### config.mk
export PLATFORM = sky130hd
export DESIGN_NAME = chdr_deframer
export DESIGN_NICKNAME = d
export VERILOG_FILES = /design/src/rtl/chdr_pkg.sv /design/src/rtl/ctxt_pkg.sv /design/src/rtl/chdr_header_parser.sv /design/src/rtl/stream_fifo.sv /design/src/rtl/packet_order_gate.sv /design/src/rtl/chdr_deframer.sv
export SDC_FILE = /design/constraint.sdc
export NUM_CORES = 1
export LEC_CHECK = 0
export ABC_AREA = 1
export BUFFER_PORTS_ARGS = -buffer_cell sky130_fd_sc_hd__buf_2
export CORE_AREA = 2 2 168 170
export DETAILED_ROUTE_END_ITERATION = 8
export DIE_AREA = 0 0 170 172
export PLACE_DENSITY = 0.77
export SYNTH_ARGS = -nofsm -noshare
export SYNTH_HDL_FRONTEND = slang
export SYNTH_SLANG_ARGS = --single-unit
export TNS_END_PERCENT = 100
### constraint.sdc
create_clock -name axis_chdr_clk -period 11.55 [get_ports axis_chdr_clk]
set_input_delay 1.7325 -clock axis_chdr_clk [delete_from_list [all_inputs] [get_ports axis_chdr_clk]]
set_output_delay 1.7325 -clock axis_chdr_clk [all_outputs]
set_load 0.02 [all_outputs]
### src/rtl/chdr_pkg.sv
/*
 * CHDR bus definitions for the 64-bit deframer.
 * Holds the header field layout, the packet-type encoding and the
 * raw beat struct used on the input and on the payload path.
 */

package chdr_pkg;

  // --------------------
  // Bus width and word
  // --------------------
  localparam int CHDR_W = 64;

  typedef logic [CHDR_W-1:0] chdr_word_t;

  // Packet type, header bits [55:53]
  typedef enum logic [2:0] {
    MGMT    = 3'd0,
    STRS    = 3'd1,
    STRC    = 3'd2,
    CTRL    = 3'd4,
    DATA    = 3'd6,
    DATA_TS = 3'd7
  } chdr_pkt_type_e;

  // --------------------
  // Header field layout
  // --------------------
  localparam int PKT_TYPE_LSB  = 53;
  localparam int PKT_TYPE_W    = 3;
  localparam int NUM_MDATA_LSB = 48;
  localparam int NUM_MDATA_W   = 5;

  typedef logic [NUM_MDATA_W-1:0] num_mdata_t;

  // One bus beat: word plus end-of-packet flag
  typedef struct packed {
    chdr_word_t data;
    logic       last;
  } chdr_beat_t;

  // Field extraction from a header word
  function automatic chdr_pkt_type_e get_pkt_type(chdr_word_t hdr);
    return chdr_pkt_type_e'(hdr[PKT_TYPE_LSB +: PKT_TYPE_W]);
  endfunction

  function automatic num_mdata_t get_num_mdata(chdr_word_t hdr);
    return hdr[NUM_MDATA_LSB +: NUM_MDATA_W];
  endfunction

endpackage

### src/rtl/ctxt_pkg.sv
/*
 * Context stream definitions.
 * Each context beat carries a CHDR word tagged with the field it came
 * from: header, timestamp or one of the metadata words.
 */

package ctxt_pkg;

  import chdr_pkg::*;

  // --------------------
  // Context field tag
  // --------------------
  // Code 1 is left free, it marks a combined header and timestamp
  // on buses wider than 64 bits
  typedef enum logic [3:0] {
    HDR   = 4'd0,
    TS    = 4'd2,
    MDATA = 4'd3
  } ctxt_field_e;

  // --------------------
  // Context beat
  // --------------------
  // Word, field tag and last flag, 69 bits in all
  typedef struct packed {
    chdr_word_t  data;
    ctxt_field_e field;
    logic        last;
  } ctxt_beat_t;

endpackage

### src/rtl/chdr_header_parser.sv
/*
 * Input FSM of the deframer.
 * Walks each CHDR packet and steers header, timestamp and metadata
 * words to the context path and body words to the payload path.
 * Non-data packets are swallowed. Purely combinational on the data path.
 */

`timescale 1ns/1ps

module chdr_header_parser (
  input  logic                 axis_chdr_clk,
  input  logic                 axis_chdr_rst,
  // CHDR input
  input  chdr_pkg::chdr_beat_t i_chdr,
  input  logic                 i_chdr_valid,
  output logic                 o_chdr_ready,
  // Context path
  output ctxt_pkg::ctxt_beat_t o_ctxt,
  output logic                 o_ctxt_valid,
  input  logic                 i_ctxt_ready,
  // Payload path
  output chdr_pkg::chdr_beat_t o_pyld,
  output logic                 o_pyld_valid,
  input  logic                 i_pyld_ready
);

  import chdr_pkg::*;
  import ctxt_pkg::*;

  // --------------------
  // State
  // --------------------
  typedef enum logic [2:0] {
    ST_HDR,
    ST_TS,
    ST_MDATA,
    ST_BODY,
    ST_DROP
  } state_e;

  state_e     state;
  num_mdata_t mdata_pending;

  // Header fields, only meaningful in ST_HDR
  chdr_pkt_type_e in_type;
  num_mdata_t     in_num_mdata;
  logic           hdr_is_data;
  logic           accept;

  assign in_type      = get_pkt_type(i_chdr.data);
  assign in_num_mdata = get_num_mdata(i_chdr.data);
  assign hdr_is_data  = (in_type == DATA) || (in_type == DATA_TS);
  assign accept       = i_chdr_valid && o_chdr_ready;

  // --------------------
  // Next state
  // --------------------
  always_ff @(posedge axis_chdr_clk) begin
    if (axis_chdr_rst) begin
      state         <= ST_HDR;
      mdata_pending <= '0;
    end else if (accept) begin
      case (state)
        ST_HDR: begin
          // Metadata count is cached for every packet
          mdata_pending <= in_num_mdata;
          if (i_chdr.last) begin
            // Header-only packet, resync on next word
            state <= ST_HDR;
          end else if (in_type == DATA_TS) begin
            state <= ST_TS;
          end else if (in_type == DATA) begin
            state <= (in_num_mdata != '0) ? ST_MDATA : ST_BODY;
          end else begin
            state <= ST_DROP;
          end
        end
        ST_TS: begin
          if (i_chdr.last) begin
            state <= ST_HDR;
          end else begin
            state <= (mdata_pending != '0) ? ST_MDATA : ST_BODY;
          end
        end
        ST_MDATA: begin
          // Count down, leave after the final metadata word
          mdata_pending <= mdata_pending - 1'b1;
          if (i_chdr.last) begin
            state <= ST_HDR;
          end else if (mdata_pending == num_mdata_t'(1)) begin
            state <= ST_BODY;
          end
        end
        ST_BODY, ST_DROP: begin
          if (i_chdr.last) begin
            state <= ST_HDR;
          end
        end
        default: begin
          state <= ST_HDR;
        end
      endcase
    end
  end

  // --------------------
  // Beat routing
  // --------------------
  always_comb begin
    // Both paths see the input word, valid selects the one that takes it
    o_ctxt.data  = i_chdr.data;
    o_ctxt.field = HDR;
    o_ctxt.last  = i_chdr.last;
    o_ctxt_valid = 1'b0;
    o_pyld       = i_chdr;
    o_pyld_valid = 1'b0;
    o_chdr_ready = 1'b0;
    case (state)
      ST_HDR: begin
        if (hdr_is_data) begin
          o_ctxt_valid = i_chdr_valid;
          o_chdr_ready = i_ctxt_ready;
          // Plain DATA with no metadata has a one-word context
          o_ctxt.last  = i_chdr.last || ((in_type == DATA) && (in_num_mdata == '0));
        end else begin
          // Dropped types never reach the context FIFO
          o_chdr_ready = 1'b1;
        end
      end
      ST_TS: begin
        o_ctxt.field = TS;
        o_ctxt_valid = i_chdr_valid;
        o_chdr_ready = i_ctxt_ready;
        o_ctxt.last  = i_chdr.last || (mdata_pending == '0);
      end
      ST_MDATA: begin
        o_ctxt.field = MDATA;
        o_ctxt_valid = i_chdr_valid;
        o_chdr_ready = i_ctxt_ready;
        o_ctxt.last  = i_chdr.last || (mdata_pending == num_mdata_t'(1));
      end
      ST_BODY: begin
        // Input last doubles as payload last
        o_pyld_valid = i_chdr_valid;
        o_chdr_ready = i_pyld_ready;
      end
      ST_DROP: begin
        o_chdr_ready = 1'b1;
      end
      default: begin
        o_chdr_ready = 1'b0;
      end
    endcase
  end

endmodule

### src/rtl/stream_fifo.sv
/*
 * Small synchronous valid/ready FIFO, generic over the beat type.
 * A write shows on the read side one cycle later. Ready drops when full.
 */

`timescale 1ns/1ps

module stream_fifo #(
  parameter int unsigned DEPTH  = 2,
  parameter type         beat_t = logic [7:0]
) (
  input  logic  axis_chdr_clk,
  input  logic  axis_chdr_rst,
  // Write side
  input  beat_t i_beat,
  input  logic  i_valid,
  output logic  o_ready,
  // Read side
  output beat_t o_beat,
  output logic  o_valid,
  input  logic  i_ready
);

  localparam int PTR_W = (DEPTH > 1) ? $clog2(DEPTH) : 1;
  localparam int CNT_W = $clog2(DEPTH + 1);

  // --------------------
  // Storage and pointers
  // --------------------
  beat_t mem [DEPTH];

  logic [PTR_W-1:0] wr_ptr;
  logic [PTR_W-1:0] rd_ptr;
  logic [CNT_W-1:0] count;
  logic             push;
  logic             pop;

  assign o_ready = (count != CNT_W'(DEPTH));
  assign o_valid = (count != '0);
  assign o_beat  = mem[rd_ptr];

  assign push = i_valid && o_ready;
  assign pop  = o_valid && i_ready;

  // Circular pointer step
  function automatic logic [PTR_W-1:0] ptr_next(logic [PTR_W-1:0] ptr);
    return (ptr == PTR_W'(DEPTH - 1)) ? '0 : ptr + 1'b1;
  endfunction

  // Data array, written only
  always_ff @(posedge axis_chdr_clk) begin
    if (push) begin
      mem[wr_ptr] <= i_beat;
    end
  end

  always_ff @(posedge axis_chdr_clk) begin
    if (axis_chdr_rst) begin
      wr_ptr <= '0;
      rd_ptr <= '0;
      count  <= '0;
    end else begin
      if (push) begin
        wr_ptr <= ptr_next(wr_ptr);
      end
      if (pop) begin
        rd_ptr <= ptr_next(rd_ptr);
      end
      // Occupancy holds on a simultaneous push and pop
      if (push && !pop) begin
        count <= count + 1'b1;
      end else if (pop && !push) begin
        count <= count - 1'b1;
      end
    end
  end

endmodule

### src/rtl/packet_order_gate.sv
/*
 * Output ordering gate.
 * Holds payload back until its context packet has left, and limits
 * how far the context stream may run ahead of the payload.
 */

`timescale 1ns/1ps

module packet_order_gate #(
  parameter bit PREFETCH_EN = 1'b1
) (
  input  logic                 axis_chdr_clk,
  input  logic                 axis_chdr_rst,
  // Context from its FIFO, and out
  input  ctxt_pkg::ctxt_beat_t i_ctxt,
  input  logic                 i_ctxt_valid,
  output logic                 o_ctxt_ready,
  output ctxt_pkg::ctxt_beat_t o_ctxt,
  output logic                 o_ctxt_valid,
  input  logic                 i_ctxt_ready,
  // Payload from its FIFO, and out
  input  chdr_pkg::chdr_beat_t i_pyld,
  input  logic                 i_pyld_valid,
  output logic                 o_pyld_ready,
  output chdr_pkg::chdr_beat_t o_pyld,
  output logic                 o_pyld_valid,
  input  logic                 i_pyld_ready
);

  // Context packets allowed out ahead of their payload
  localparam logic [2:0] CTXT_AHEAD_MAX = PREFETCH_EN ? 3'd2 : 3'd1;

  // --------------------
  // Packet counters
  // --------------------
  logic [2:0] ctxt_pkt_cnt;
  logic [2:0] pyld_pkt_cnt;
  logic [2:0] pkt_diff;
  logic       pass_ctxt;
  logic       pass_pyld;

  // Modulo-8 difference, never exceeds CTXT_AHEAD_MAX
  assign pkt_diff  = ctxt_pkt_cnt - pyld_pkt_cnt;
  assign pass_pyld = (pkt_diff != 3'd0);
  assign pass_ctxt = (pkt_diff < CTXT_AHEAD_MAX);

  always_ff @(posedge axis_chdr_clk) begin
    if (axis_chdr_rst) begin
      ctxt_pkt_cnt <= 3'd0;
      pyld_pkt_cnt <= 3'd0;
    end else begin
      // Count at the last beat leaving each output
      if (o_ctxt_valid && i_ctxt_ready && i_ctxt.last) begin
        ctxt_pkt_cnt <= ctxt_pkt_cnt + 3'd1;
      end
      if (o_pyld_valid && i_pyld_ready && i_pyld.last) begin
        pyld_pkt_cnt <= pyld_pkt_cnt + 3'd1;
      end
    end
  end

  // --------------------
  // Handshake gating
  // --------------------
  assign o_ctxt       = i_ctxt;
  assign o_ctxt_valid = i_ctxt_valid && pass_ctxt;
  assign o_ctxt_ready = i_ctxt_ready && pass_ctxt;

  assign o_pyld       = i_pyld;
  assign o_pyld_valid = i_pyld_valid && pass_pyld;
  assign o_pyld_ready = i_pyld_ready && pass_pyld;

endmodule

### src/rtl/chdr_deframer.sv
/*
 * CHDR data-packet deframer, top level.
 * Splits a 64-bit CHDR stream into a tagged context stream and a
 * payload stream, with context always ahead of its payload.
 */

`timescale 1ns/1ps

module chdr_deframer #(
  parameter int unsigned CTXT_FIFO_DEPTH = 2,
  parameter int unsigned PYLD_FIFO_DEPTH = 4,
  parameter bit          PREFETCH_EN     = 1'b1
) (
  input  logic                 axis_chdr_clk,
  input  logic                 axis_chdr_rst,
  // CHDR input
  input  chdr_pkg::chdr_beat_t i_chdr,
  input  logic                 i_chdr_valid,
  output logic                 o_chdr_ready,
  // Context output
  output ctxt_pkg::ctxt_beat_t o_ctxt,
  output logic                 o_ctxt_valid,
  input  logic                 i_ctxt_ready,
  // Payload output
  output chdr_pkg::chdr_beat_t o_pyld,
  output logic                 o_pyld_valid,
  input  logic                 i_pyld_ready
);

  import chdr_pkg::*;
  import ctxt_pkg::*;

  // --------------------
  // Parser to FIFOs
  // --------------------
  ctxt_beat_t in_ctxt;
  logic       in_ctxt_valid;
  logic       in_ctxt_ready;
  chdr_beat_t in_pyld;
  logic       in_pyld_valid;
  logic       in_pyld_ready;

  // FIFOs to gate
  ctxt_beat_t q_ctxt;
  logic       q_ctxt_valid;
  logic       q_ctxt_ready;
  chdr_beat_t q_pyld;
  logic       q_pyld_valid;
  logic       q_pyld_ready;

  chdr_header_parser u_parser (
    .axis_chdr_clk (axis_chdr_clk),
    .axis_chdr_rst (axis_chdr_rst),
    .i_chdr        (i_chdr),
    .i_chdr_valid  (i_chdr_valid),
    .o_chdr_ready  (o_chdr_ready),
    .o_ctxt        (in_ctxt),
    .o_ctxt_valid  (in_ctxt_valid),
    .i_ctxt_ready  (in_ctxt_ready),
    .o_pyld        (in_pyld),
    .o_pyld_valid  (in_pyld_valid),
    .i_pyld_ready  (in_pyld_ready)
  );

  // --------------------
  // Path buffers
  // --------------------
  stream_fifo #(
    .DEPTH  (CTXT_FIFO_DEPTH),
    .beat_t (ctxt_beat_t)
  ) u_ctxt_fifo (
    .axis_chdr_clk (axis_chdr_clk),
    .axis_chdr_rst (axis_chdr_rst),
    .i_beat        (in_ctxt),
    .i_valid       (in_ctxt_valid),
    .o_ready       (in_ctxt_ready),
    .o_beat        (q_ctxt),
    .o_valid       (q_ctxt_valid),
    .i_ready       (q_ctxt_ready)
  );

  stream_fifo #(
    .DEPTH  (PYLD_FIFO_DEPTH),
    .beat_t (chdr_beat_t)
  ) u_pyld_fifo (
    .axis_chdr_clk (axis_chdr_clk),
    .axis_chdr_rst (axis_chdr_rst),
    .i_beat        (in_pyld),
    .i_valid       (in_pyld_valid),
    .o_ready       (in_pyld_ready),
    .o_beat        (q_pyld),
    .o_valid       (q_pyld_valid),
    .i_ready       (q_pyld_ready)
  );

  // Context before payload, optional one-packet prefetch
  packet_order_gate #(
    .PREFETCH_EN (PREFETCH_EN)
  ) u_gate (
    .axis_chdr_clk (axis_chdr_clk),
    .axis_chdr_rst (axis_chdr_rst),
    .i_ctxt        (q_ctxt),
    .i_ctxt_valid  (q_ctxt_valid),
    .o_ctxt_ready  (q_ctxt_ready),
    .o_ctxt        (o_ctxt),
    .o_ctxt_valid  (o_ctxt_valid),
    .i_ctxt_ready  (i_ctxt_ready),
    .i_pyld        (q_pyld),
    .i_pyld_valid  (q_pyld_valid),
    .o_pyld_ready  (q_pyld_ready),
    .o_pyld        (o_pyld),
    .o_pyld_valid  (o_pyld_valid),
    .i_pyld_ready  (i_pyld_ready)
  );

endmodule

Word-level counts from Yosys, hierarchy flattened

Memories as Yosys holds them, arrays and structs flattened. A register that Yosys moved wholly into a read port is not among the register bits.
Index checks and enable logic that the tools add are counted.

Flip-flop bits (word level): 25
Bits in latches: 0
RAM bits: 394
ROM bits: 0
Output and inout port bits: 137
Memories: 2

$add $sub $neg: 12
$mul: 0
Divide/modulo/power cells: 0
Order comparisons: 1
Equal/unequal tests: 13
Shift operators: 0
Multiplexer cells: 35
Bitwise gates (word level): 0
Reduce and logical (&&, ||, !) cells: 41

Memories:

| name            | words | width | read ports | clocked after Yosys merged registers in | wr ports | line              | text |
|---|---|---|---|---|---|---|---|
| u_pyld_fifo.mem | 4     | 65    | 1          | 1                                       | 1        | stream_fifo.sv:30 | `beat_t mem [DEPTH];` |
| u_ctxt_fifo.mem | 2     | 67    | 1          | 1                                       | 1        | stream_fifo.sv:30 |  |

Operators with widths:

| kind                                             | count |
|---|---|
| 2-to-1 mux 3 bit                                 | 9 |
| logical AND 1 bit                                | 18 |
| 2-to-1 mux 1 bit                                 | 14 |
| 2-to-1 mux 2 bit                                 | 6 |
| case mux 3 bit (4 select lines)                  | 1 |
| zero test 5 bit                                  | 2 |
| case mux 5 bit (2 select lines)                  | 1 |
| nonzero test 5 bit                               | 2 |
| adder 3 x 1 -> 3 bit, second input constant      | 3 |
| == test 3 bit, second input constant             | 3 |
| nonzero test 2 bit                               | 4 |
| adder 2 x 1 -> 2 bit, second input constant      | 3 |
| == test 3 x 2 -> 1 bit, second input constant    | 2 |
| nonzero test 3 bit                               | 2 |
| == test 5 x 1 -> 1 bit, second input constant    | 1 |
| subtractor 5 x 1 -> 5 bit, second input constant | 1 |
| == test 2 bit, second input constant             | 2 |
| zero test 1 bit                                  | 4 |
| logical OR 1 bit                                 | 4 |
| inequality test 2 bit, second input constant     | 2 |
| case mux 1 bit (4 select lines)                  | 1 |
| case mux 2 bit (2 select lines)                  | 1 |
| OR reduction 2 bit                               | 2 |
| == test 3 x 1 -> 1 bit, second input constant    | 1 |
| other kinds (12)                                 | 13 |

Depth between registers and ports, before layout

Gate-level depths: netlist (run 1).

Depth after elaboration: 9
Gate-level depth with buffers: 15

By module

From an unflattened synthesis (run 1), not the netlist that was laid out.

Cells, all modules: 1419
Area, all modules: 18953.2 sq um

By module, submodules not included:

| module                    | instances | cells each | area an instance (sq um) | sequential area each (sq um) |
|---|---|---|---|---|
| stream_fifo (u_pyld_fifo) | 1         | 698        | 10446.3                  | 7987.7 |
| stream_fifo (u_ctxt_fifo) | 1         | 252        | 5260.0                   | 4244.1 |
| chdr_header_parser        | 1         | 262        | 1761.7                   | 160.2 |
| packet_order_gate         | 1         | 207        | 1485.2                   | 120.1 |

Worst setup path after synthesis (run 1)

No wires, ideal clock.

Path type: input-to-reg
From: input i_chdr[56] in the netlist's numbering
To: memory u_ctxt_fifo.mem[1][0] in the netlist's numbering (enable)
Arrival: 4.872 ns
Required time: 11.056 ns
Slack: 6.183 ns
Stages on the path: 4
Cells stage by stage: nand2_1 -> nand2_1 -> nand4_1 -> nor2_1

Cells in the longest elaborated chain, start to end: 7
Elaborated cells on any way between the ends: 8
Those cells by class: 2 x eq/ne; 4 x mux; 2 x reduce/logical

Ends and longest elaborated chain:

| what                                     | line                      | text |
|---|---|---|
| from (decl)                              | chdr_deframer.sv:17       | `input chdr_pkg::chdr_beat_t i_chdr,` |
| == test 3 bit                            | chdr_header_parser.sv:52  | `assign hdr_is_data = (in_type == DATA) \|\| (in_type == DATA_TS);` |
| logical OR 1 bit *                       | chdr_header_parser.sv:52  |  |
| 2-to-1 mux 1 bit *                       | chdr_header_parser.sv:120 | `if (hdr_is_data) begin` |
| case mux 1 bit (2 select lines) *        | chdr_header_parser.sv:118 | `case (state)` |
| logical AND 1 bit *                      | stream_fifo.sv:42         | `assign push = i_valid && o_ready;` |
| 2-to-1 mux 1 bit *                       | stream_fifo.sv:52         | `if (push) begin` |
| 2-to-1 mux 1 bit (not written as such) * | stream_fifo.sv:53         | `mem[wr_ptr] <= i_beat;` |
| to (decl)                                | stream_fifo.sv:30         |  |

Every way passes the cells marked *; elsewhere a longest branch is shown, timed or not.

==> out/metrics.cfg, run 1 <==
[status]
status=completed

[clock_tree]
clk_latency_ns=0.52
cts_tree=done
numClockSinks=422
path_clk_slew_ns=0.06
post_cts_resized=0
clockBufferDepth=3
hold_buffers=0
post_cts_buffers=0
cts_buffers=41
root_buffer=clkbuf_16
htreeDepth=2

[critical_path]
cp_max_fo=78
path_cells=inv_4 > buf_4 > o21ai_0 > o22ai_1 > buf_2
critPathLaunchType=flop
cp.arrival_ns=3.02
crit_required_ns=9.82
path_buf_inv=3
crit_path_end_kind=output pin
crit_slowest_cell=buf_4
crit_family=buffers and inverters
cpPeakStageDelay_ns=0.71
criticalPathCategory=reg2out

[cells_and_area]
drive_gt1_share_pct=27.28
layout_commonest_cell=edfxtp_1
synthToLayoutAreaGrowth_pct=16.45
final_cell_mix=edfxtp_1 (394), buf_2 (204), nor2_1 (163)
layout.cells.non_filler=1700
final_nets=1405

[die]
core-area_mm2=0.02748
die_height_um=172
dieArea_mm2=0.02924
rows=61
io_pins=207
chipWidth_um=170
start_util_pct=59.02

[global_routing]
grt_max_degree=79
grt_pass1_vias=9283
gr-total-overflow=0
antenna_found_initial=5
grt_pass1_wl_um=50690
grt.total_usage_pct=22.81

[sta]
grt_setup_unrepaired=false
finalSetupTns_ns=0
fin_crit_sh_pct=41.10
slew_violations=0
finalHoldViolations=0
worst_slew_pin_slew_ns=1.062
min_period_ns=4.748
slew_headroom_pct=29.20
fmax_ghz=0.2106
setup_viol=0
skew_ns=0.01646

[flow_run]
drv_cap=0

[yosys]
yosysTopAreaCell=edfxtp_1
syn_inst=1115
synth_cell_type_count=34
synth_area_mm2=0.01622
ys_top_cells_by_area=edfxtp_1 (73%), mux2_2 (4.6%), o21ai_0 (4.4%)
yosysTopAreaCellShare_pct=72.96
yosysWarnings=0
avgSynthCellArea_um2=14.54
synth-seq-area-share_pct=76.41
ys_seq_elements=422

[route]
wirelength_um=33460
drtAntennaViolNets=0
wl_per_cell_um=19.68
drtIter0Drc=1019
via_per_inst=5.669
vias=9638
drc=0
drt_first_pass_iters=8

[power]
leakage_nw=6.769
irDropWorstVdd_mv=0.1855
power_mw=3.755
powerDensity_mw_per_mm2=198.8

[place]
dpl.cell_count=1623
hpwl_um=19410
port_buffers=204
place_congestion=0.8994

[min_path]
hold_path.class=reg2reg

## logic make-up after synthesis
family / after synthesis / synth area share, %
and+or+nand+nor: 279 / 7.337
AOI/OAI and AO/OA: 226 / 7.577
buffers and inverters: 102 / 2.600
xor gates and xnor gates: 4 / 0.2161
adders and majority gates: 15 / 1.250
other: 1 / 0.02312
muxes: 66 / 4.583
DFF: 422 / 76.41
## stage by stage
step | util (%) | setup slack, ns | area (um2) | hold WS, ns
3_3_place_gp | 63.94 | 7.311 | 17570 | 0.4709
5_1_grt | 68.70 | 6.629 | 18880 | 0.5160
3_5_place_dp | 63.94 | 7.261 | 17570 | 0.4809
6_report | 68.73 | 6.802 | 18880 | 0.4933
2_1_floorplan | - | 6.183 | 16220 | 0.4530
4_1_cts | 68.68 | 6.817 | 18870 | 0.4888
## synth_stat cells (all sizes together)
master,number
and3,1
nor2,172
a211oi,1
dfxtp,28
nor3,2
fa,2
ha,13
conb,1
clkbuf,32
o22ai,64
nand3,27
nand4,8
edfxtp,394
or2,3
o21ai,143
xor2,3
inv,49
mux2,66
xnor2,1
a21oi,18
nand2,66
buf,21
## state kept, by name (all words and copies together), names as in the netlist, named ones only
signal and flops:
u_gate.ctxt_pkt_cnt 3, u_ctxt_fifo.rd_ptr 1, u_pyld_fifo.mem 260, u_pyld_fifo.count 3, u_parser.state 3, u_ctxt_fifo.mem 134, u_ctxt_fifo.wr_ptr 1, u_gate.pyld_pkt_cnt 3
u_pyld_fifo.rd_ptr 2, u_pyld_fifo.wr_ptr 2, u_parser.mdata_pending 5, u_ctxt_fifo.count 2
## metal layers
metal  GRT usage, %  wire [um]  vias to the layer above
met4          7.023        745                        2
li1               -          -                     4520
met3          4.692       2444                       54
met2          37.80      16290                      368
met5              0          9                        -
met1          30.94      13970                     4694
## worst reg2reg max path, delay by kind of cell, from the launching register on
family	cells	cell delay, ns
buf+inv	1	0.72
flops	1	0.47
simple gates	4	1.37
## path summary, 6_finish.rpt
check | cells after the start | start | to | slack, ns
worst min register to register | 2 | u_pyld_fifo.count[2] | u_pyld_fifo.count[2] | 0.49
worst max-delay path | 5 | flop | o_pyld[52] | 6.80
worst min-delay path | 2 | u_pyld_fifo.count[2] | u_pyld_fifo.count[2] | 0.49
worst max register to register | 5 | u_parser.state[1] | u_pyld_fifo.mem[2][11] | 8.58
## power by group
part | internal (mW) | switching, mW
Clock | 0.771 | 0.521
Sequential | 1.77 | 0.0719
Combinational | 0.229 | 0.389
Total | 2.77 | 0.982
## area by class of cell
class                      instances  area, um2
inverter                          49      186.4
multi-input combinational        592       3452
tap                              346      432.9
fill                            1846       8592
antenna                            5      12.51
timing repair buffer             214       1096
sequential                       422      12400
clock buffer                      52       1077
clock inverter                    20      226.5
Power figures use the tool's default switching activity.
==> inputs of run 2 (changes only) <==
- ABC_AREA: 1 -> 0
- CORE_AREA: 2 2 168 170 -> 2 2 178 180
- DIE_AREA: 0 0 170 172 -> 0 0 180 182
- PLACE_DENSITY: 0.77 -> 0.71
- clock period: 11.55 -> 3.8 ns (I/O delays scaled with it)
==> out/metrics.cfg, run 2 <==
[critical_path]
r2r_end=u_pyld_fifo.count[2]
r2r_cells=12  ; +7
cp_max_fo=6  ; -92%
criticalPathCategory=reg2reg
crit_required_ns=4.24  ; -5.58 ns
crit_path_end_kind=flop
rrSetupSlack_ns=0.89  ; -7.69 ns
cp.arrival_ns=3.35  ; +0.33 ns
r2r_start=u_gate.ctxt_pkt_cnt[0]
critPathLaunchType=flop

[sta]
worst_slew_pin_slew_ns=0.8935  ; -0.1685 ns
skew_ns=0.01238  ; -0.004088 ns
finalSetupTns_ns=0  ; unchanged
slew_violations=0  ; unchanged
fmax_ghz=0.3434
min_period_ns=2.912
grt_setup_unrepaired=false
setup_viol=0  ; unchanged
fin_crit_sh_pct=76.64
fin_ws_ns=0.8877  ; -5.915 ns
finalHoldViolations=0  ; unchanged
slew_headroom_pct=40.29  ; +11 points

[clock_tree]
clockBufferDepth=3  ; unchanged
hold_buffers=0  ; unchanged
post_cts_buffers=0  ; unchanged
htreeDepth=2  ; unchanged
clk_latency_ns=0.51  ; about the same
path_clk_slew_ns=0.06  ; about the same
cts_buffers=43  ; +4.9%
post_cts_resized=0  ; unchanged
root_buffer=clkbuf_16
cts_tree=done
numClockSinks=422  ; unchanged

[route]
drtIter0Drc=609  ; -40%
wl_per_cell_um=21.23  ; +7.9%
via_per_inst=5.471  ; -3.5%
drtAntennaViolNets=0  ; unchanged
wirelength_um=29890  ; -11%
drt_first_pass_iters=5  ; -3
drc=0  ; unchanged
vias=7703  ; -20%

[die]
io_pins=207  ; unchanged
die_height_um=182  ; +5.8%
start_util_pct=51.12  ; -7.9 points
dieArea_mm2=0.03276  ; +12%
rows=65  ; +6.6%
core-area_mm2=0.03099  ; +13%
chipWidth_um=180  ; +5.9%

[cells_and_area]
multiInputGateArea_mm2=0.003273  ; -5.2%
largest_register_ff_count=260  ; unchanged
seq_area_mm2=0.01240  ; about the same
fill_cells=2223  ; +20%
final_cell_mix=edfxtp_1 (394), buf_2 (204), mux2_2 (66)
synthToLayoutAreaGrowth_pct=18.55
drive_gt1_share_pct=41.95  ; +15 points
reg_top3=u_pyld_fifo.mem (260), u_ctxt_fifo.mem (134), u_parser.mdata_pending (5)
layout.cells.non_filler=1408  ; -17%
antennaDiodeCount=0  ; -5
layout_commonest_cell=edfxtp_1
final_nets=1060  ; -25%
finish.instance_area_mm2=0.01878  ; -0.57%
top_register=u_pyld_fifo.mem

[yosys]
synth-seq-area-share_pct=78.24  ; +1.8 points
yosysWarnings=0  ; unchanged
yosysTopAreaCellShare_pct=74.70  ; +1.7 points
syn_inst=742  ; -33%
yosysTopAreaCell=edfxtp_1
synth_ff_type=edfxtp_1
synth_cell_type_count=57  ; +68%
synth_edf_count=394  ; unchanged
netlist_top_cells_count=edfxtp_1 (394), mux2_2 (66), mux4_2 (65)
synth_most_common_cell=edfxtp_1
ys_top_cells_by_area=edfxtp_1 (75%), mux4_2 (9.2%), mux2_2 (4.7%)
ys_seq_elements=422  ; unchanged
avgSynthCellArea_um2=21.35  ; +47%
synth_area_mm2=0.01584  ; -2.3%
synth_async_sr_flop_share_pct=0  ; unchanged

[min_path]
hold_depth=1  ; -1
min_to=u_ctxt_fifo.mem[0][47]
hold_path.class=in2reg
min_from=i_chdr[45]

[power]
leakage_nw=6.348  ; -6.2%
irDropWorstVdd_mv=0.4374  ; +140%
powerDensity_mw_per_mm2=541.7  ; +170%

[global_routing]
grt.total_usage_pct=18.25  ; -4.6 points
grt_max_degree=50  ; -37%
grt_pass1_wl_um=45940  ; -9.4%
antenna_found_initial=0  ; -5
gr-total-overflow=0  ; unchanged
grt_pass1_vias=7906  ; -15%

[flow_run]
drv_cap=0  ; unchanged

[place]
hpwl_um=18100  ; -6.7%
place_congestion=0.7642  ; -15%
postPlaceCellArea_mm2=0.01748  ; -0.51%
place_ws_ns=0.8895  ; -6.372 ns
dpl.cell_count=1332  ; -18%
port_buffers=204  ; unchanged

[status]
status=completed

-- run 2: changes by cell type in the layout (fill, tap and decap cells not counted), sizes merged, moves of 5 or more --
cell | before | now
nor2 | 172 | 26
o21ai | 143 | 5
mux4 | 0 | 65
o22ai | 64 | 1
nand2 | 66 | 10
inv | 51 | 17
nand3 | 27 | 3
a21oi | 18 | 11
clkbuf | 52 | 59
mux2i | 0 | 7
nand4 | 8 | 1
and2 | 0 | 5
diode | 5 | 0
xor2 | 3 | 8
-- run 2: cell type report --
type,instances,share of cell area (%)
multi-input combinational,274,17.43
tap,402,2.679
clock inverter,17,0.7063
sequential,422,66.06
timing repair buffer,218,6.597
clock buffer,59,6.210
inverter,16,0.3199
-- run 2: report_power, final --
group	switching [mW]	total (mW)	internal, mW
Clock	1.61	3.88	2.27
Combinational	0.589	1.01	0.422
Sequential	0.102	5.28	5.17
Total	2.30	10.2	7.87
-- run 2: routing by layer --
metal | vias to the layer above | part of all wire, % | GRT usage (%)
li1 | 3478 | - | -
met1 | 3950 | 44 | 25.94
met2 | 234 | 49 | 29.89
met3 | 41 | 5.3 | 3.289
met4 | 0 | 1.6 | 4.163
met5 | - | 0 | 0
-- run 2: stage by stage --
step	power (mW)	hold WS (ns)	utilization, %
final	10.17	0.2899	60.60
after global routing	10.52	0.2814	60.60
after CTS	10.27	0.2695	60.60
after detailed placement	6.391	0.4853	56.41
after global placement	6.377	0.4776	56.41
after floorplan	6.016	0.4593	-
-- run 2: worst max-delay path, cell delays in order (launching register included) --
cell,delay [ns]
dfxtp_1,0.37
inv_1,0.06
ha_1,0.19
fa_1,0.38
xnor3_1,0.25
a311oi_2,0.52
inv_2,0.07
ha_1,0.23
inv_1,0.07
fa_1,0.18
xor2_1,0.07
or3_1,0.30
a21oi_1,0.14
-- run 2: worst max path at each step --
stage | from | to | slack [ns] | cells after the start
after floorplan | i_chdr[56] | u_ctxt_fifo.mem[0][0] | -0.41 | 4
after global placement | u_gate.ctxt_pkt_cnt[0] | u_pyld_fifo.count[2] | 0.97 | 12
after detailed placement | u_gate.ctxt_pkt_cnt[0] | u_pyld_fifo.count[2] | 0.89 | 12
after CTS | u_gate.ctxt_pkt_cnt[0] | u_pyld_fifo.count[2] | 0.87 | 12
after global routing | u_gate.ctxt_pkt_cnt[0] | u_pyld_fifo.count[2] | 0.66 | 12
final | u_gate.ctxt_pkt_cnt[0] | u_pyld_fifo.count[2] | 0.89 | 12
-- run 2: cells by family after synthesis --
group                      Yosys count  synth area share [%]
DFF                                422                 78.24
buffers and inverters               47                 1.280
muxes                              138                 14.38
adders and majority gates           15                 1.280
xor gates and xnor gates            12                0.7505
and+or+nand+nor                     71                 2.338
other                                1               0.02368
AOI/OAI and AO/OA                   36                 1.714
